**config.mk**
```make
export PLATFORM = sky130hd
export DESIGN_NAME = dense_ctrl_fsm
export DESIGN_NICKNAME = d
export VERILOG_FILES = /design/src/hw/dense_pkg.sv /design/src/hw/dense_ctrl_fsm.sv
export VERILOG_INCLUDE_DIRS = /design/src /design/src/include
export SDC_FILE = /design/constraint.sdc
export NUM_CORES = 1
export LEC_CHECK = 0
export ABC_CLOCK_PERIOD_IN_PS = 1250
export BUFFER_PORTS_ARGS = -buffer_cell sky130_fd_sc_hd__buf_2
export CAP_MARGIN = 5
export CORE_AREA = 5 5 42 44
export CTS_CLUSTER_SIZE = 40
export DETAILED_ROUTE_END_ITERATION = 10
export DIE_AREA = 0 0 47 49
export MAX_ROUTING_LAYER = met4
export SETUP_SLACK_MARGIN = 0.05
export SLEW_MARGIN = 30
export SYNTH_ARGS = -nofsm -noshare
export SYNTH_HDL_FRONTEND = slang
export SYNTH_SLANG_ARGS = --single-unit
```
**constraint.sdc**
```tcl
create_clock -name clk -period 1.25 [get_ports clk]
set_input_delay 0.1875 -clock clk [delete_from_list [all_inputs] [get_ports clk]]
set_output_delay 0.1875 -clock clk [all_outputs]
set_load 0.02 [all_outputs]
```
**src/include/dense_defines.svh**
```systemverilog
/*
 * dense layer sizing, fixed-point format, Wishbone register map
 * and pipeline latency
 */
`ifndef DENSE_DEFINES_SVH
`define DENSE_DEFINES_SVH

// layer shape
`define DENSE_N_IN        4
`define DENSE_N_OUT       4

// Q7.8 signed fixed point
`define DENSE_WIDTH       16
`define DENSE_NFRAC       8

// log2 of DENSE_N_IN
`define DENSE_TREE_STAGES 2
// edges from start acceptance to done
`define DENSE_LATENCY     4

// word addresses
`define WB_ADDR_IN0       4'd0
`define WB_ADDR_CTRL      4'd4
`define WB_ADDR_STATUS    4'd5
`define WB_ADDR_OUT0      4'd8

`endif

```
**src/hw/dense_pkg.sv**
```systemverilog
/*
 * dense layer types, control FSM states and the fixed
 * weight and bias tables (Q7.8)
 */
`include "dense_defines.svh"

package dense_pkg;

    typedef logic signed [`DENSE_WIDTH-1:0] data_t;
    // product after dropping the low fractional bits
    typedef logic signed [`DENSE_WIDTH-1:0] prod_t;
    // two guard bits for the column sum plus bias
    typedef logic signed [`DENSE_WIDTH+1:0] acc_t;

    typedef enum logic [1:0] {
        IDLE,
        RUN,
        CAPTURE,
        DONE
    } ctrl_state_t;

    // indexed [input][output], all magnitudes below 1.0
    localparam data_t WEIGHTS [`DENSE_N_IN][`DENSE_N_OUT] = '{
        '{16'sd192,  -16'sd128, 16'sd64,   16'sd230},
        '{-16'sd160, 16'sd200,  16'sd96,   -16'sd64},
        '{16'sd128,  16'sd32,   -16'sd224, 16'sd180},
        '{16'sd80,   -16'sd240, 16'sd150,  16'sd100}
    };

    localparam data_t BIAS [`DENSE_N_OUT] = '{16'sd64, -16'sd128, 16'sd256, -16'sd32};

endpackage

```
**src/hw/dense_ctrl_fsm.sv**
```systemverilog
/*
 * dense layer control FSM, sequences a run from start
 * through capture to done
 */
`timescale 1ns/1ps

module dense_ctrl_fsm (
    input  logic clk,
    input  logic reset,
    input  logic start,
    input  logic cnt_zero,
    output logic cnt_load,
    output logic capture,
    output logic busy,
    output logic done
);
    import dense_pkg::*;

    ctrl_state_t state;
    ctrl_state_t state_next;

    always_ff @(posedge clk or posedge reset) begin
        if (reset) begin
            state <= IDLE;
        end else begin
            state <= state_next;
        end
    end

    always_comb begin
        state_next = state;
        case (state)
            IDLE: begin
                if (start) begin
                    state_next = RUN;
                end
            end
            // wait out the multiplier and tree stages
            RUN: begin
                if (cnt_zero) begin
                    state_next = CAPTURE;
                end
            end
            CAPTURE: state_next = DONE;
            // a new start clears done and begins the next run at once
            DONE: begin
                if (start) begin
                    state_next = RUN;
                end
            end
            default: state_next = IDLE;
        endcase
    end

    assign cnt_load = start && ((state == IDLE) || (state == DONE));
    assign capture  = (state == CAPTURE);
    assign busy     = (state == RUN) || (state == CAPTURE);
    assign done     = (state == DONE);

endmodule

```
==> flow_summary.json <==
{
  "grt_pass1_wl_um": 634,
  "leakage_nw": 0.163,
  "fmax_ghz": 0.754,
  "ys_top_cells_by_area": "dfrtp_1 31%, ha_1 24%, inv_1 12%",
  "synth_area_um2": 159,
  "ys_warn_count": 0,
  "setup_viol": 2,
  "finalWorstSetupSlack_ps": -76.9,
  "clock_latency_ps": 220,
  "dieArea_um2": 2300,
  "floorplan.core_area_um2": 1400,
  "p_comb_share_pct": 71.8,
  "cts.clk_slew.worst_paths_ps": 30,
  "worstPathArrival_ps": 1140,
  "overflow": 0,
  "wire_per_inst_um": 7.91,
  "min_path_type": "in2reg",
  "largest_reg_flops": 2,
  "synth-edff-count": 0,
  "fillers": 162,
  "synth.most_common_cell": "inv_1",
  "worst_pin_slew_ps": 128,
  "io_buffers": 7,
  "reg2regPathDepth": 5,
  "rows": 14,
  "syn-instance-count": 17,
  "crit_type": "reg2out",
  "maxCapViolCount": 0,
  "synth.net_count": 24,
  "end_kind": "output port",
  "gp_congestion": 0.569,
  "violations": "setup timing",
  "ys.flop_type": "dfrtp_1",
  "numCtsBuffers": 3,
  "seqPwrFrac_pct": 13.1,
  "synth_top_area_share_pct": 31.5,
  "cts_root_buf": "clkbuf_4",
  "start_util_pct": 11.3,
  "drc_errors": 0,
  "crit_fanout": 3,
  "grt_antenna_before_repair": 0,
  "fin_skew_ps": 2.45,
  "diodes": 0,
  "reg.largest.list": "state: 2 flops",
  "cts_buffer_depth": 2,
  "num_io_pins": 8,
  "ys_seq_area_share_pct": 31.5,
  "avgSynthCellArea_um2": 9.35,
  "period_share_pct": 106,
  "p_per_area_nw_per_um2": 2920,
  "switchingPower_mw": 0.367,
  "grt_pass1_vias": 182,
  "largest_register": "state",
  "cts-htree-levels": 1,
  "async_flop_share_pct": 100,
  "rsz0062_at_grt": "yes",
  "track_usage_pct": 4.19,
  "drive_gt1_share_pct": 71.0,
  "clock_sinks": 2,
  "drt_wl_total_um": 372,
  "worstHoldPathCells": 4,
  "drt_iter0_drc": 0,
  "num_vias": 151,
  "fin_nets": 40,
  "syn2layout_area_growth_pct": 100,
  "clkPwrFrac_pct": 15.1,
  "fin_crit_ps": 1330,
  "vias_per_cell": 3.21,
  "p_int_mw": 0.560,
  "synth_top_area_cell": "dfrtp_1",
  "start_kind": "register",
  "finalHoldViolCount": 0,
  "maxSlewHeadroom_pct": 91.4,
  "switching_share_pct": 39.6,
  "synth_cell_type_count": 10,
  "report.final.slew_viol_count": 0,
  "ys_seq_elements": 2,
  "die_h_um": 49,
  "worst_ep_required_time_ps": 1060,
  "peakVddDrop_v": 0.000451,
  "holdWs_ps": 270,
  "status": "finished, violations left",
  "cts_tree": "yes",
  "grt_start_max_net_pins": 4,
  "synth.top_cells.by_count": "5 x inv_1, 3 x ha_1, 2 x dfrtp_1",
  "firstDrtPassIters": 1,
  "ant_nets": 0,
  "die_x_um": 47,
  "tns_ps": -100
}
==> routing by layer <==
layer  vias up  global-route usage (%)  wire, µm
met2         3                    5.43       224
met3         0                    1.11        17
met1        68                    4.18       130
met5         -                       -         0
met4         0                    5.53         0
li1         80                       -         -
==> power groups by stage <==
stage | logic (mW) | registers (mW) | clock network, mW
floorplan | 0.293 | 0.118 | 0
global placement | 0.407 | 0.114 | 0
detailed placement | 0.410 | 0.115 | 0
CTS | 0.623 | 0.120 | 0.147
global route | 0.726 | 0.126 | 0.153
finish | 0.666 | 0.122 | 0.140
==> logic make-up after synthesis <==
group | after synthesis | share of synthesized area (%)
buf+inv | 5 | 11.8
compound gates | 4 | 16.5
simple gates | 3 | 16.5
fa+ha+maj | 3 | 23.6
flops | 2 | 31.5
==> per-stage QoR <==
step | setup WS (ps) | cells | power, mW | area, µm² | utilization [%]
floorplan | 119 | 17 | 0.410 | 159 | -
finish | -76.9 | 47 | 0.927 | 318 | 22.7
global route | -112 | 47 | 1.01 | 318 | 22.7
CTS | -83.1 | 47 | 0.890 | 303 | 21.6
global placement | 101 | 41 | 0.522 | 221 | 15.8
detailed placement | 94.8 | 41 | 0.525 | 221 | 15.8
==> cells in the final DEF (no fill, tap or decap), drive strengths merged <==
master / synthesis / layout
buf: 0 / 10
inv: 5 / 5
clkbuf: 0 / 3
ha: 3 / 3
o21ai: 2 / 2
dfrtp: 2 / 2
nor2b: 1 / 1
nand2b: 1 / 1
a21oi: 1 / 1
a21o: 1 / 1
and2: 1 / 1
dlygate4sd3: 0 / 1
==> worst max-delay path, stage by stage, from the launching register on <==
cell and delay [ps]:
dfrtp_1 400, ha_4 290, and2_4 130, buf_6 110
==> what timing repair did <==
item | CTS | global route
gates resized for setup | 9 | 6
hold endpoints to repair | 2 | 0
setup buffers | 2 | 0
pin swaps | 1 | 2
setup endpoints to repair | 3 | 5
hold buffers | 1 | 0
==> layout make-up <==
cell class,instances,area [µm²],share of cell area [%]
multi-input combinational,10,120,37.8
timing repair buffer,11,86.3,27.2
sequential,2,50.0,15.7
clock buffer,3,22.5,7.09
tap,16,20.0,6.30
inverter,5,18.8,5.91
==> worst paths after layout <==
path | from | end | slack, ps
setup / recovery | state[1] | cnt_load | -80
hold / removal | cnt_zero | state[0] | 270
setup reg to reg | state[0] | state[0] | 130
hold reg to reg | state[0] | state[0] | 660
max in group asynchronous | reset | state[1] | 780
min in group asynchronous | reset | state[0] | 360
No activity file was read; power rests on OpenSTA's default activity.
