**config.mk**
```make
export PLATFORM = sky130hd
export DESIGN_NAME = dense_cycle_counter
export DESIGN_NICKNAME = d
export VERILOG_FILES = /design/src/hw/dense_cycle_counter.sv
export VERILOG_INCLUDE_DIRS = /design/src /design/src/include
export SDC_FILE = /design/constraint.sdc
export NUM_CORES = 1
export LEC_CHECK = 0
export BUFFER_PORTS_ARGS = -buffer_cell sky130_fd_sc_hd__buf_4
export CORE_AREA = 2 2 39 41
export CTS_CLUSTER_DIAMETER = 60
export DETAILED_ROUTE_END_ITERATION = 16
export DIE_AREA = 0 0 41 43
export GPL_TIMING_DRIVEN = 0
export PLACE_DENSITY = 0.3
export SLEW_MARGIN = 0
export SYNTH_ARGS = -nofsm -noshare
export SYNTH_HDL_FRONTEND = slang
export SYNTH_SLANG_ARGS = --single-unit
```
**constraint.sdc**
```tcl
create_clock -name clk -period 2.5 [get_ports clk]
set_input_delay 0.375 -clock clk [delete_from_list [all_inputs] [get_ports clk]]
set_output_delay 0.375 -clock clk [all_outputs]
set_load 0.05 [all_outputs]
```
**src/include/dense_defines.svh**
```systemverilog
/*
 * dense layer sizing, fixed-point format, Wishbone register map
 * and pipeline latency
 */
`ifndef DENSE_DEFINES_SVH
`define DENSE_DEFINES_SVH

// layer shape
`define DENSE_N_IN        4
`define DENSE_N_OUT       4

// Q7.8 signed fixed point
`define DENSE_WIDTH       16
`define DENSE_NFRAC       8

// log2 of DENSE_N_IN
`define DENSE_TREE_STAGES 2
// edges from start acceptance to done
`define DENSE_LATENCY     4

// word addresses
`define WB_ADDR_IN0       4'd0
`define WB_ADDR_CTRL      4'd4
`define WB_ADDR_STATUS    4'd5
`define WB_ADDR_OUT0      4'd8

`endif

```
**src/hw/dense_cycle_counter.sv**
```systemverilog
/*
 * latency down-counter, flags zero once per armed load
 */
`timescale 1ns/1ps
`include "dense_defines.svh"

module dense_cycle_counter (
    input  logic clk,
    input  logic reset,
    input  logic cnt_load,
    output logic cnt_zero
);
    localparam int cnt_w = $clog2(`DENSE_LATENCY);

    logic [cnt_w-1:0] count;
    logic             armed;

    // multiplier stage and capture edge are not counted
    always_ff @(posedge clk or posedge reset) begin
        if (reset) begin
            count <= '0;
            armed <= 1'b0;
        end else if (cnt_load) begin
            count <= cnt_w'(`DENSE_LATENCY - 2);
            armed <= 1'b1;
        end else if (armed) begin
            if (count == '0) begin
                armed <= 1'b0;
            end else begin
                count <= count - 1'b1;
            end
        end
    end

    assign cnt_zero = armed && (count == '0);

endmodule

```
==> summary.txt, run 1 <==
Power
  • Switching Share: 34.3%
  • Net switching power: 99.9 uW
  • Comb power frac: 42.3%
  • Cell-internal power: 191 uW
  • Leak pwr: 0.000120 uW
  • Share of power burned in registers: 28.2%
  • Maximum resistive drop on vdd: 307 uV
  • Clock network fraction of total power: 29.5%
  • PwrDens: 1210 nW/um^2

Place
  • Count of input and output buffers: 3
  • Area post-placement: 215 um^2
  • Worst slack after detailed placement: 1140 ps
  • Routability-driven placement congestion ratio: 0.623

Clock network
  • Number of hold buffers added after CTS: 0
  • Clock-pin transition on the worst setup and hold timing paths: 40 ps
  • Clock insertion delay at the later pin of the skew report: 230 ps
  • Setup bufs post-CTS: 0
  • Maximum buffer depth of the clock tree: 2
  • CTS tree: done
  • PostCTS Resize Cnt: 0
  • CTS sink count: 3
  • Number of buffers added by the clock tree synthesis step: 3
  • Root Buffer: clkbuf_4
  • CTS H-Tree Depth: 1

Routing
  • Met2 wire len: 175 um
  • Routed vias/inst: 3.28
  • Routed wire length on met3: 27 um
  • Detailed-routing iteration count for the pre-antenna-repair pass: 1
  • Final wirelength: 314 um
  • Routed length on met1: 110 um
  • Vias post-DR: 128
  • DR iter-0 viols: 0
  • Number of antenna-violating nets in the routed design: 0
  • Highest routing layer actually used: met3
  • DRC viols: 0
  • Routed wire length per instance: 8.05 um

STA
  • Total count of hold-check failures in the final report: 0
  • RSZ-0062 raised after global routing: false
  • Final count of pins violating max slew: 0
  • Final Hold Slack: 10.8 ps
  • Pin slew with the least headroom to its limit: 138 ps
  • Final cycle utilization of the critical path: 63.9%
  • Maximum clock frequency: 626 MHz
  • Clock skew after layout: 2.48 ps
  • Finish-stage setup viols: 0
  • Shortest clock period the worst path allows after layout: 1600 ps
  • Worst slew margin relative to its limit: 90.8%
  • Final setup margin: 902 ps
  • Post-Route Setup TNS: 0 ps

Synthesis
  • Synthesized Nets: 20
  • Sequential share of the synthesized area: 43.5%
  • Synthesized area: 173 um^2
  • Count of synthesis-stage warnings from yosys: 0
  • Syn Area/Cell: 10.8 um^2
  • Number of unique standard cell types used by synthesis: 11
  • #FFs+latches synth: 3
  • Synthesized instance count: 16

Global routing
  • Overflow left after global routing: 0
  • Wire length of the first global-routing pass: 558 um
  • Largest net degree at the start of global routing: 6
  • Number of global-route vias before repair: 141
  • GRT Overall Usage: 5.73%
  • Initial antenna violation count: 0

Critical path
  • Worst setup path category: reg2out
  • Reg-to-Reg Start: count[0]
  • Kind of start point of the critical path: flop
  • Endpoint of the worst-slack reg-to-reg timing path: count[0]
  • Origin of the worst setup path: count[0]
  • Count of cells along the worst register-to-register path: 4
  • Maximum fanout along the worst path: 3
  • Reg-to-reg slack, setup: 1320 ps
  • Worst EP arrival: 1220 ps
  • Worst setup EP type: primary output
  • Capture point of the critical path: cnt_zero
  • Data required time of the critical path: 2120 ps

Layout
  • Post-layout net count: 28
  • Area of all placed cells without fillers: 241 um^2
  • Post-synthesis to final-layout area growth: 39.9%
  • Most used cells in the layout excluding fill and tap cells: inv_1, dfrtp_1, clkbuf_4, buf_4, nor2_1
  • Antenna cells: 0
  • Final standard cell utilization of the core: 17.5%
  • Fraction of layout cells with a size suffix above 1: 39.1%

Floorplan
  • Core box area: 1380 um^2
  • Vertical die dimension: 43 um
  • Total number of placement rows: 14
  • Initial core utilization: 12.5%
  • Die boundary width: 41 um
  • Top Ports: 4
  • Total die area: 1760 um^2

Status
  • Run status: complete, no violations

Flow run
  • Number of maximum-capacitance constraint violations: 0

Worst hold path
  • Type of the worst min-delay path: in2async
## final cells by class
| class | count | area [um^2] |
|---|---|---|
| fill | 152 | 1140 |
| multi-input combinational | 10 | 86.3 |
| sequential | 3 | 75.1 |
| clock buffer | 4 | 26.3 |
| timing repair buffer | 3 | 22.5 |
| tap | 16 | 20.0 |
| inverter | 3 | 11.3 |
## metal layers
| layer | track usage (%) | vias to the layer above |
|---|---|---|
| li1 | - | 65 |
| met1 | 4.21 | 60 |
| met2 | 6.88 | 3 |
| met3 | 3.66 | 0 |
| met4 | 10.0 | 0 |
| met5 | 0 | - |
## through the flow
| step | power, uW | std cells |
|---|---|---|
| after floorplan | 179 | 16 |
| after global placement | 204 | 35 |
| after detailed placement | 210 | 35 |
| after CTS | 300 | 39 |
| after global routing | 319 | 39 |
| final | 291 | 39 |
## worst min-delay path by stage
stage	start	to	slack, ps
2_1_floorplan	reset	armed	130
3_3_place_gp	reset	count[0]	260
3_5_place_dp	reset	count[0]	260
4_1_cts	reset	count[0]	6
5_1_grt	reset	count[1]	10
6_report	reset	count[0]	10
## power by group through the flow
stage | Sequential, uW | Combinational (uW) | Clock, uW
after floorplan | 80.1 | 99.2 | 0
after global placement | 83.6 | 120 | 0
after detailed placement | 83.7 | 126 | 0
after CTS | 82.8 | 127 | 90.5
after global routing | 84.5 | 139 | 95.6
final | 82.1 | 123 | 86.0
## Yosys cell counts, drive strengths merged
library cell / count / share of area [%]
a21oi: 1 / 2.9
and2: 1 / 4.3
and4bb: 1 / 7.2
dfrtp: 3 / 43
ha: 1 / 7.2
inv: 3 / 6.5
mux2: 1 / 8.7
nand2b: 2 / 12
nor2: 2 / 4.3
nor2b: 1 / 3.6
## state kept, by name (all words and copies together) (netlist names)
register,cells
armed,1
count,2
## cell families after synthesis
group / share of synthesized area [%]
AOI/OAI and AO/OA: 2.90
DFF: 43.5
and+or+nand+nor: 31.2
buffers and inverters: 6.52
adders and majority gates: 7.25
muxes: 8.69
## worst max-delay path, cell delays in order (launching register included)
cell and delay (ps):
dfrtp_1 350, inv_1 50, ha_1 210, and2_2 190, buf_4 180
No activity file was read; power rests on OpenSTA's default activity.
==> run 2, diff against run 1 <==
==> constraint.sdc (replaced) <==
create_clock -name clk -period 1.6 [get_ports clk]
set_input_delay 0.24 -clock clk [delete_from_list [all_inputs] [get_ports clk]]
set_output_delay 0.24 -clock clk [all_outputs]
set_load 0.05 [all_outputs]
==> summary.txt, run 2 (synthesis gave the netlist of run 1 again) <==
Status
  • Run status: complete, no violations (unchanged)

Routing
  • DRC viols: 0 (unchanged)
  • Vias post-DR: 132 (was 128)
  • Routed wire length per instance: 7.88 um (was 8.05 um)
  • Number of antenna-violating nets in the routed design: 0 (unchanged)
  • Final wirelength: 315 um (was 314 um)
  • DR iter-0 viols: 0 (unchanged)
  • Detailed-routing iteration count for the pre-antenna-repair pass: 1 (unchanged)
  • Routed vias/inst: 3.30 (was 3.28)

STA
  • Final count of pins violating max slew: 0 (unchanged)
  • Pin slew with the least headroom to its limit: 138 ps (unchanged)
  • Final cycle utilization of the critical path: 91.4%
  • Shortest clock period the worst path allows after layout: 1460 ps
  • Total count of hold-check failures in the final report: 0 (unchanged)
  • Maximum clock frequency: 684 MHz
  • RSZ-0062 raised after global routing: false (unchanged)
  • Worst slew margin relative to its limit: 90.8% (unchanged)
  • Clock skew after layout: 2.48 ps (unchanged)
  • Finish-stage setup viols: 0 (unchanged)
  • Post-Route Setup TNS: 0 ps (unchanged)

Global routing
  • Wire length of the first global-routing pass: 572 um (was 558 um)
  • Overflow left after global routing: 0 (unchanged)
  • GRT Overall Usage: 5.84% (was 5.73%)
  • Number of global-route vias before repair: 147 (was 141)
  • Initial antenna violation count: 0 (unchanged)
  • Largest net degree at the start of global routing: 6 (unchanged)

Floorplan
  • Core box area: 1380 um^2 (unchanged)
  • Total number of placement rows: 14 (unchanged)
  • Initial core utilization: 12.5% (unchanged)
  • Vertical die dimension: 43 um (unchanged)
  • Total die area: 1760 um^2 (unchanged)
  • Die boundary width: 41 um (unchanged)
  • Top Ports: 4 (unchanged)

Clock network
  • Clock insertion delay at the later pin of the skew report: 230 ps (about the same)
  • Root Buffer: clkbuf_4 (unchanged)
  • Setup bufs post-CTS: 0 (unchanged)
  • Maximum buffer depth of the clock tree: 2 (unchanged)
  • Clock-pin transition on the worst setup and hold timing paths: 40 ps (about the same)
  • CTS H-Tree Depth: 1 (unchanged)
  • CTS tree: done (unchanged)
  • CTS sink count: 3 (unchanged)
  • Number of buffers added by the clock tree synthesis step: 3 (unchanged)

Layout
  • Fraction of layout cells with a size suffix above 1: 37.5% (was 39.1%)
  • Final standard cell utilization of the core: 18.2% (was 17.5%)
  • Antenna cells: 0 (unchanged)
  • Top register by number of flip-flops: count (unchanged)
  • Registers with the most flip-flops: count: 2 flops, armed: 1 flops (unchanged)
  • Fillcell total: 152 (unchanged)
  • Post-synthesis to final-layout area growth: 45.7% (was 39.9%)
  • Most used cells in the layout excluding fill and tap cells: inv_1, dfrtp_1, clkbuf_4, buf_4, nor2_1 (unchanged)
  • Flip-flop count of the largest register, all copies and words added: 2 (unchanged)
  • Post-layout net count: 29 (was 28)

Power
  • PwrDens: 1820 nW/um^2 (was 1210 nW/um^2)
  • Leak pwr: 0.000124 uW (was 0.000120 uW)
  • Tot Pwr: 457 uW (was 291 uW)
  • Maximum resistive drop on vdd: 479 uV (was 307 uV)

Flow run
  • Number of maximum-capacitance constraint violations: 0 (unchanged)

Critical path
  • Data required time of the critical path: 1360 ps (was 2120 ps)
  • Worst EP arrival: 1220 ps (about the same)
  • Kind of start point of the critical path: flop (unchanged)
  • Worst setup EP type: primary output (unchanged)
  • Maximum fanout along the worst path: 3 (unchanged)
  • Worst setup path category: reg2out (unchanged)

Place
  • Count of input and output buffers: 3 (unchanged)
  • Routability-driven placement congestion ratio: 0.623 (unchanged)

Worst hold path
  • Type of the worst min-delay path: in2reg (was in2async)
run 2: cell count changes in the layout (fill, tap and decap cells not counted):
cell | before | now
dlygate4sd3_1 | 0 | 1
run 2: timing repair:
item,in CTS,in global routing
hold buffers,1,0
gates resized for setup,0,0
endpoints found under the hold margin,3,0
run 2: final timing paths:
kind / start / to / slack (ps) / depth (start not counted)
worst max register to register: count[0] / count[0] / 420 / 4
min in group asynchronous: reset / count[0] / 440 / 3
max in group asynchronous: reset / count[1] / 1030 / 3
worst min-delay path: cnt_load / armed / 240 / 2
worst max-delay path: count[0] / cnt_zero / 140 / 4
worst min register to register: count[1] / count[1] / 550 / 2
run 2: final cells by class:
type / instances / area, um^2 / area share (%)
multi-input cells: 10 / 86.3 / 34.3
flip-flops and latches: 3 / 75.1 / 29.9
repair buffers: 4 / 32.5 / 12.9
clock buffers: 4 / 26.3 / 10.4
well taps: 16 / 20.0 / 7.96
inverters: 3 / 11.3 / 4.48
run 2: where the power goes:
part / leakage [uW] / switching [uW] / internal [uW]
registers: 0.0000326 / 21.4 / 107
clock network: 0.0000150 / 40.8 / 93.6
logic: 0.0000768 / 94.2 / 100
run 2: routing by layer:
metal / GRT usage, % / vias to the layer above / wire length [um]
met5: 0 / - / 0
met4: 10.0 / 0 / 0
met3: 3.66 / 0 / 27
met2: 6.88 / 3 / 174
met1: 4.53 / 62 / 113
li1: - / 67 / -
run 2: worst max-delay path: stages (launching register included):
cell	delay, ps
dfrtp_1	350
inv_1	50
ha_1	210
and2_2	190
buf_4	180
run 2: metrics by stage:
stage               std cells  area, um^2  hold slack (ps)  setup slack [ps]
floorplan                  16         173            -6.36               481
detailed placement         35         215              126               373
finish                     40         251              238               137
CTS                        40         251              229               108
global route               40         251              240              49.1
global placement           35         215              126               379
