**src/include/dense_defines.svh**
```systemverilog
/*
 * dense layer sizing, fixed-point format, Wishbone register map
 * and pipeline latency
 */
`ifndef DENSE_DEFINES_SVH
`define DENSE_DEFINES_SVH

// layer shape
`define DENSE_N_IN        4
`define DENSE_N_OUT       4

// Q7.8 signed fixed point
`define DENSE_WIDTH       16
`define DENSE_NFRAC       8

// log2 of DENSE_N_IN
`define DENSE_TREE_STAGES 2
// edges from start acceptance to done
`define DENSE_LATENCY     4

// word addresses
`define WB_ADDR_IN0       4'd0
`define WB_ADDR_CTRL      4'd4
`define WB_ADDR_STATUS    4'd5
`define WB_ADDR_OUT0      4'd8

`endif

```
**src/hw/dense_pkg.sv**
```systemverilog
/*
 * dense layer types, control FSM states and the fixed
 * weight and bias tables (Q7.8)
 */
`include "dense_defines.svh"

package dense_pkg;

    typedef logic signed [`DENSE_WIDTH-1:0] data_t;
    // product after dropping the low fractional bits
    typedef logic signed [`DENSE_WIDTH-1:0] prod_t;
    // two guard bits for the column sum plus bias
    typedef logic signed [`DENSE_WIDTH+1:0] acc_t;

    typedef enum logic [1:0] {
        IDLE,
        RUN,
        CAPTURE,
        DONE
    } ctrl_state_t;

    // indexed [input][output], all magnitudes below 1.0
    localparam data_t WEIGHTS [`DENSE_N_IN][`DENSE_N_OUT] = '{
        '{16'sd192,  -16'sd128, 16'sd64,   16'sd230},
        '{-16'sd160, 16'sd200,  16'sd96,   -16'sd64},
        '{16'sd128,  16'sd32,   -16'sd224, 16'sd180},
        '{16'sd80,   -16'sd240, 16'sd150,  16'sd100}
    };

    localparam data_t BIAS [`DENSE_N_OUT] = '{16'sd64, -16'sd128, 16'sd256, -16'sd32};

endpackage

```
**src/hw/wb_dense_regs.sv**
```systemverilog
/*
 * Wishbone classic slave for the dense layer: input bank,
 * start control, status and result readback
 */
`timescale 1ns/1ps
`include "dense_defines.svh"

module wb_dense_regs (
    input  logic                clk,
    input  logic                reset,
    input  logic                wb_cyc,
    input  logic                wb_stb,
    input  logic                wb_we,
    input  logic [3:0]          wb_adr,
    input  logic [31:0]         wb_dat_w,
    output logic [31:0]         wb_dat_r,
    output logic                wb_ack,
    input  logic                busy,
    input  logic                done,
    input  dense_pkg::data_t    out_vec [`DENSE_N_OUT],
    output dense_pkg::data_t    in_vec  [`DENSE_N_IN],
    output logic                start
);
    import dense_pkg::*;

    logic        req;
    logic        wr_req;
    logic [31:0] rd_data;

    // new access, not yet acked
    assign req    = wb_cyc && wb_stb && !wb_ack;
    assign wr_req = req && wb_we;

    // start pulse on the accepting edge, only when not busy
    assign start = wr_req && (wb_adr == `WB_ADDR_CTRL) && wb_dat_w[0] && !busy;

    // ack one cycle after the request, single cycle
    always_ff @(posedge clk or posedge reset) begin
        if (reset) begin
            wb_ack <= 1'b0;
        end else begin
            wb_ack <= req;
        end
    end

    // input bank, frozen for the whole run
    always_ff @(posedge clk or posedge reset) begin
        if (reset) begin
            in_vec <= '{default: '0};
        end else if (wr_req && !busy) begin
            for (int i = 0; i < `DENSE_N_IN; i++) begin
                if (wb_adr == 4'(`WB_ADDR_IN0 + i)) begin
                    in_vec[i] <= data_t'(wb_dat_w[`DENSE_WIDTH-1:0]);
                end
            end
        end
    end

    // read mux, sign extended words
    always_comb begin
        rd_data = '0;
        if (wb_adr == `WB_ADDR_STATUS) begin
            rd_data = {30'd0, done, busy};
        end
        for (int i = 0; i < `DENSE_N_IN; i++) begin
            if (wb_adr == 4'(`WB_ADDR_IN0 + i)) begin
                rd_data = 32'(in_vec[i]);
            end
        end
        for (int j = 0; j < `DENSE_N_OUT; j++) begin
            if (wb_adr == 4'(`WB_ADDR_OUT0 + j)) begin
                rd_data = 32'(out_vec[j]);
            end
        end
    end

    // read data valid together with ack
    always_ff @(posedge clk or posedge reset) begin
        if (reset) begin
            wb_dat_r <= '0;
        end else if (req && !wb_we) begin
            wb_dat_r <= rd_data;
        end
    end

endmodule

```
**config.mk**
```make
export PLATFORM = sky130hd
export DESIGN_NAME = wb_dense_regs
export DESIGN_NICKNAME = d
export VERILOG_FILES = /design/src/hw/dense_pkg.sv /design/src/hw/wb_dense_regs.sv
export VERILOG_INCLUDE_DIRS = /design/src /design/src/include
export SDC_FILE = /design/constraint.sdc
export NUM_CORES = 1
export LEC_CHECK = 0
export ABC_AREA = 1
export ABC_CLOCK_PERIOD_IN_PS = 2750
export BUFFER_PORTS_ARGS = -buffer_cell sky130_fd_sc_hd__buf_2
export CAP_MARGIN = 5
export CELL_PAD_IN_SITES_DETAIL_PLACEMENT = 1
export CELL_PAD_IN_SITES_GLOBAL_PLACEMENT = 2
export CORE_ASPECT_RATIO = 2
export CORE_UTILIZATION = 24
export CTS_CLUSTER_DIAMETER = 80
export DETAILED_ROUTE_END_ITERATION = 6
export PLACE_DENSITY_LB_ADDON = 0.08
export SLEW_MARGIN = 5
export SYNTH_ARGS = -nofsm -noshare
export SYNTH_HDL_FRONTEND = slang
export SYNTH_SLANG_ARGS = --single-unit
```
**constraint.sdc**
```tcl
create_clock -name clk -period 2.75 [get_ports clk]
set_clock_uncertainty 0.15 [all_clocks]
set_input_delay 0.275 -clock clk [delete_from_list [all_inputs] [get_ports clk]]
set_output_delay 0.275 -clock clk [all_outputs]
set_load 0.01 [all_outputs]
```
==> results of run 1 <==
==> area by class of cell <==
class | count | area (um2) | share of cell area
Sequential cell | 81 | 2030 | 0.372
Multi-Input combinational cell | 370 | 1660 | 0.305
Timing Repair Buffer | 200 | 1050 | 0.192
Tap cell | 207 | 259 | 0.0476
Clock buffer | 12 | 256 | 0.0471
Inverter | 44 | 166 | 0.0306
Clock inverter | 4 | 26.3 | 0.00483
==> repair_timing <==
action	4_1_cts	5_1_grt
endpoints found under the hold margin	31	0
hold buffers	1	0
buffers inserted	0	0
==> flip-flops by register name, indices dropped and copies added, names as in the netlist <==
signal / count
in_vec: 64
wb_ack: 1
wb_dat_r: 16
==> power by group through the flow <==
stage          Sequential (mW)  Clock (mW)  Combinational, mW
2_1_floorplan             1.43           0              0.224
3_3_place_gp              1.39           0              0.491
3_5_place_dp              1.39           0              0.500
4_1_cts                   1.37        1.21              0.504
5_1_grt                   1.39        1.26              0.553
6_report                  1.37        1.17              0.489
==> tightest hold or removal path: cells and delay by family <==
family	cells	cell delay, ns
buffers and inverters	1	0.10
and+or+nand+nor	2	0.11
==> worst max path at each step <==
stage               from         end  slack (ns)
2_1_floorplan      reset   in_vec[0]        0.24
3_3_place_gp   wb_adr[3]  in_vec[37]        0.77
3_5_place_dp   wb_adr[3]  in_vec[56]        0.71
4_1_cts           wb_ack  in_vec[56]        0.92
5_1_grt           wb_ack  in_vec[45]        0.80
6_report          wb_ack  in_vec[56]        0.96
==> metal layers <==
layer / share of wire / track usage
met3: 0.047 / 0.0330
met4: 0.012 / 0.0568
met2: 0.55 / 0.351
met5: 0 / 0
met1: 0.39 / 0.216
==> metrics by stage <==
step / setup slack (ns) / utilization / area (um2) / cells / hold slack, ns
after floorplan: 0.245 / - / 4090 / 534 / 0.261
after global placement: 0.771 / 0.309 / 5150 / 901 / 0.218
after detailed placement: 0.715 / 0.309 / 5150 / 901 / 0.234
after CTS: 0.918 / 0.326 / 5440 / 918 / 0.00917
after global routing: 0.802 / 0.326 / 5440 / 918 / 0.0370
final: 0.963 / 0.326 / 5440 / 918 / 0.0240
==> logic make-up after synthesis <==
kind of cell,count (synthesis),share of synthesized area
AOI/OAI and AO/OA,108,0.132
buffers and inverters,83,0.0991
DFF,81,0.495
and+or+nand+nor,262,0.274
==> cell usage in the layout, fill, tap and decap left out <==
master	n
a21oi_1	30
buf_12	1
buf_2	188
buf_4	10
clkbuf_1	1
clkbuf_16	9
clkbuf_8	2
clkinv_2	3
clkinvlp_4	1
dfrtp_1	81
dlygate4sd3_1	1
inv_1	39
inv_2	4
inv_6	1
nand2_1	200
nand2_2	2
nand3_1	27
nand4_1	14
nor2_1	8
nor2_2	4
nor2_4	5
nor3_4	1
nor4_1	1
o21ai_0	65
o21ai_1	13
==> flow_metrics.tcl, run 1 <==
set metrics [dict create \
    via_per_inst 4.56 \
    cellLeakagePower_nw 3.05 \
    synth-seq-area-share 0.495 \
    p_int_mw 2.15 \
    clkLatencyLatePin_ns 0.34 \
    yosysMostFrequentCell "nand2_1" \
    route.detailed.drc 0 \
    drive_gt1_frac 0.325 \
    io_pins 205 \
    dp_hpwl_um 12000 \
    tightest_slew_ns 0.740 \
    grt_max_degree 51 \
    routed_wl_um 16000 \
    hold_path.class "in -> reg" \
    io_buffers 188 \
    status "complete, no violations" \
    clk_pin_slew_ns 0.06 \
    clockBufferDepth 2 \
    hold_viol 0 \
    reg2reg_depth 7 \
    power_switching_uw 873 \
    tritoncts "built" \
    grt_overflow 0 \
    grt_pass1_wl_um 24700 \
    synth_top_area_cell "dfrtp_1" \
    synthArstFlopShare 1.00 \
    synth_area_leaders "dfrtp_1, nand2_1, o21ai_0" \
    synth_edf_count 0 \
    avgSynthCellArea_um2 7.66 \
    hold_path_startpoint "wb_stb" \
    arrival_ns 1.84 \
    synth_cell_type_count 20 \
    post_cts_resized 0 \
    slowest_stage "dfrtp_1" \
    pwr-share-seq 0.453 \
    cts_inserted_buffers 9 \
    cts_sinks 81 \
    synth_area_um2 4090 \
    setup_viol 0 \
    path_max_fanout 32 \
    switching_share 0.289 \
    core-area_um2 16700 \
    period_minus_slack_ns 1.79 \
    peakVddDrop_v 0.000267 \
    n_fill_cell 2119 \
    drtAntennaViolNets 0 \
    setup_tns_ns 0 \
    post_drt_wl_per_cell_um 17.4 \
    synth_common_cells "nand2_1, dfrtp_1, o21ai_0" \
    initial_core_util 0.245 \
    dieWidth_um 94.3 \
    powerDensity_nw_per_um2 556 \
    htree_levels 3 \
    gp_congestion 0.782 \
    synth_nets 641 \
    worstSetupPathType "reg -> reg" \
    hold_path_end "wb_ack" \
    dieHeight_um 187 \
    reg2reg_from "wb_ack" \
    startpoint_type "register" \
    rr_endpoint "in_vec[56]" \
    synthFlopType "dfrtp_1" \
    finalPower_mw 3.03 \
    syn-instance-count 534 \
    min_period_over_period 0.650 \
    rrSetupSlack_ns 0.96 \
    critPathCaptureType "register" \
    power_frac_comb 0.162 \
    p_clk_frac 0.386 \
    critPathBufInv 1 \
    rows 67 \
    synth_seq_cells 81 \
    ctsRootBufferMaster "clkbuf_16" \
    nets 813 \
    critical_path_required_ns 2.80 \
    slew_headroom 0.505 \
    path_cells "nor2_2, nand2_1, nor2_1, nand2_1, buf_4, nand2_1, o21ai_0" \
    diodes 0 \
    grt.total_usage 0.190 \
    cp_slowest_stage_delay_ns 0.39 \
    maxCapViolations 0 \
    synth_top_area_frac 0.495 \
    rsz0062_at_grt "false" \
    critical_path_depth 7 \
    yosysWarnings 0 \
    crit_top_cell "nand2_1" \
    slew_viol_final 0 \
    grt_pass1_vias 4335 \
    crit_family "simple AND/OR/NAND/NOR gates" \
    area_delta_synth_final_pct 33.0 \
    drt-pass1-iter-count 4 \
    fmax_mhz 560 \
    die-area_um2 17600 \
    num_vias 4189 \
    antenna_found_initial 0 \
    drt_iter0_drc 117 \
    hold_depth 3 \
]
(Power assumes the default switching activity.)
==> run 2: changes to the inputs <==
--- a/config.mk
+++ b/config.mk
@@ -7,13 +7,13 @@
 export NUM_CORES = 1
 export LEC_CHECK = 0
 export ABC_AREA = 1
-export ABC_CLOCK_PERIOD_IN_PS = 2750
+export ABC_CLOCK_PERIOD_IN_PS = 1600
 export BUFFER_PORTS_ARGS = -buffer_cell sky130_fd_sc_hd__buf_2
 export CAP_MARGIN = 5
 export CELL_PAD_IN_SITES_DETAIL_PLACEMENT = 1
 export CELL_PAD_IN_SITES_GLOBAL_PLACEMENT = 2
 export CORE_ASPECT_RATIO = 2
-export CORE_UTILIZATION = 24
+export CORE_UTILIZATION = 22
 export CTS_CLUSTER_DIAMETER = 80
 export DETAILED_ROUTE_END_ITERATION = 6
 export PLACE_DENSITY_LB_ADDON = 0.08
==> constraint.sdc (replaced) <==
create_clock -name clk -period 1.6 [get_ports clk]
set_clock_uncertainty 0.15 [all_clocks]
set_input_delay 0.16 -clock clk [delete_from_list [all_inputs] [get_ports clk]]
set_output_delay 0.16 -clock clk [all_outputs]
set_load 0.01 [all_outputs]
==> flow_metrics.tcl, run 2 (synthesis gave the netlist of run 1 again) <==
set metrics [dict create \
    gp_congestion 0.819 \
    dieWidth_um 98.4 \
    setup_viol 0 \
    tightest_slew_ns 0.505 \
    clockBufferDepth 2 \
    startpoint_type "register" \
    regMostFlops "in_vec" \
    min_period_over_period 0.992 \
    dieHeight_um 195 \
    drt-pass1-iter-count 7 \
    io_buffers 188 \
    period_minus_slack_ns 1.59 \
    initial_core_util 0.225 \
    peakVddDrop_v 0.000482 \
    via_per_inst 4.53 \
    path_cells "nor2_4, nand2_4, nor4_4, buf_2" \
    worstSetupPathType "reg -> out" \
    drive_gt1_frac 0.379 \
    area_delta_synth_final_pct 67.2 \
    cellLeakagePower_nw 3.68 \
    hold_viol 0 \
    hold_path_end "wb_dat_r[9]" \
    tritoncts "built" \
    rr_endpoint "in_vec[36]" \
    io_pins 205 \
    clkLatencyLatePin_ns 0.35 \
    grt_max_degree 82 \
    slowest_stage "dfrtp_1" \
    diodes 0 \
    num_vias 4627 \
    n_fill_cell 2226 \
    grt_pass1_vias 4860 \
    powerDensity_nw_per_um2 871 \
    core-area_um2 18200 \
    status "finished with violations" \
    drt_iter0_drc 144 \
    final_common_cell "buf_2" \
    reg2reg_from "wb_ack" \
    hold_path.class "in -> reg" \
    post_drt_wl_per_cell_um 18.1 \
    arrival_ns 1.28 \
    reg_top3 "in_vec: 64 flops, wb_dat_r: 16 flops, wb_ack: 1 flops" \
    clk_pin_slew_ns 0.06 \
    rsz0062_at_grt "true" \
    reg2reg_depth 8 \
    cts_sinks 81 \
    antenna_found_initial 0 \
    cp_slowest_stage_delay_ns 0.40 \
    final_cell_mix "buf_2, nand2_1, dfrtp_1, dlygate4sd3_1, o21ai_1" \
    rows 70 \
    cts_inserted_buffers 9 \
    route.detailed.drc 16 \
    dp_hpwl_um 12600 \
    ctsRootBufferMaster "clkbuf_16" \
    critPathCaptureType "output port" \
    drtAntennaViolNets 0 \
    largest_reg_flops 64 \
    critical_path_required_ns 1.29 \
    routed_wl_um 18500 \
    hold_depth 5 \
    grt_overflow 0 \
    fmax_mhz 630 \
    htree_levels 3 \
    nets 907 \
    maxCapViolations 0 \
    grt_pass1_wl_um 27200 \
    die-area_um2 19200 \
    slew_headroom 0.663 \
    hold_path_startpoint "out_vec[41]" \
    rrSetupSlack_ns 0.01 \
    multi_input_area_um2 1860 \
    slew_viol_final 0 \
    path_max_fanout 3 \
    grt.total_usage 0.188 \
    setup_tns_ns 0 \
    finalPower_mw 5.96 \
    violations "DRC" \
    seq_area_um2 2030 \
]
-- run 2: final cells by class --
class / count / share of cell area
inverters: 44 / 0.0247
repair buffers: 294 / 0.315
flip-flops and latches: 81 / 0.296
clock inverters: 4 / 0.0144
well taps: 216 / 0.0395
multi-input cells: 370 / 0.272
clock buffers: 12 / 0.0375
-- run 2: metrics by stage --
stage	setup slack, ns	area [um2]	cells	hold slack [ns]	utilization
after floorplan	0.0858	4100	534	0.146	-
after CTS	-0.0764	6420	1010	0.00105	0.352
after global placement	-0.146	5430	932	0.167	0.298
after detailed placement	-0.175	5430	932	0.181	0.298
after global routing	-0.0861	6840	1021	0.0117	0.376
final	0.0120	6840	1021	0.000941	0.376
-- run 2: layer usage --
layer	GRT usage	up-vias	wire (um)
li1	-	2246	-
met1	0.214	2229	7230
met2	0.350	133	10200
met3	0.0277	19	658
met4	0.0697	0	447
met5	0	-	0
-- run 2: worst max path at each step --
stage | start | to | cells after the start
floorplan | wb_ack | wb_dat_r[0] | 7
global placement | wb_adr[1] | wb_dat_r[2] | 11
detailed placement | wb_adr[1] | wb_dat_r[2] | 11
CTS | wb_ack | in_vec[8] | 7
global route | wb_ack | in_vec[10] | 8
finish | wb_ack | start | 4
-- run 2: power by group --
| group | total (mW) | internal [mW] | switching (mW) |
|---|---|---|---|
| Sequential | 2.37 | 2.22 | 0.152 |
| Combinational | 1.07 | 0.506 | 0.559 |
| Clock | 2.53 | 1.62 | 0.910 |
| Total | 5.96 | 4.34 | 1.62 |
-- run 2: critical path: cells and delay by family, from the launching register on --
kind	cells	cell delay, ns
buffers and inverters	1	0.17
flip-flops	1	0.40
AND/OR/NAND/NOR	3	0.35
-- run 2: timing repair --
item                                    4_1_cts  5_1_grt
gates resized for setup                       4      111
buffers inserted                              0        2
cloned                                        0        9
endpoints found under the hold margin       153        0
hold buffers                                 62        0
endpoints found under the setup margin       65       66
pin swaps                                     1        2
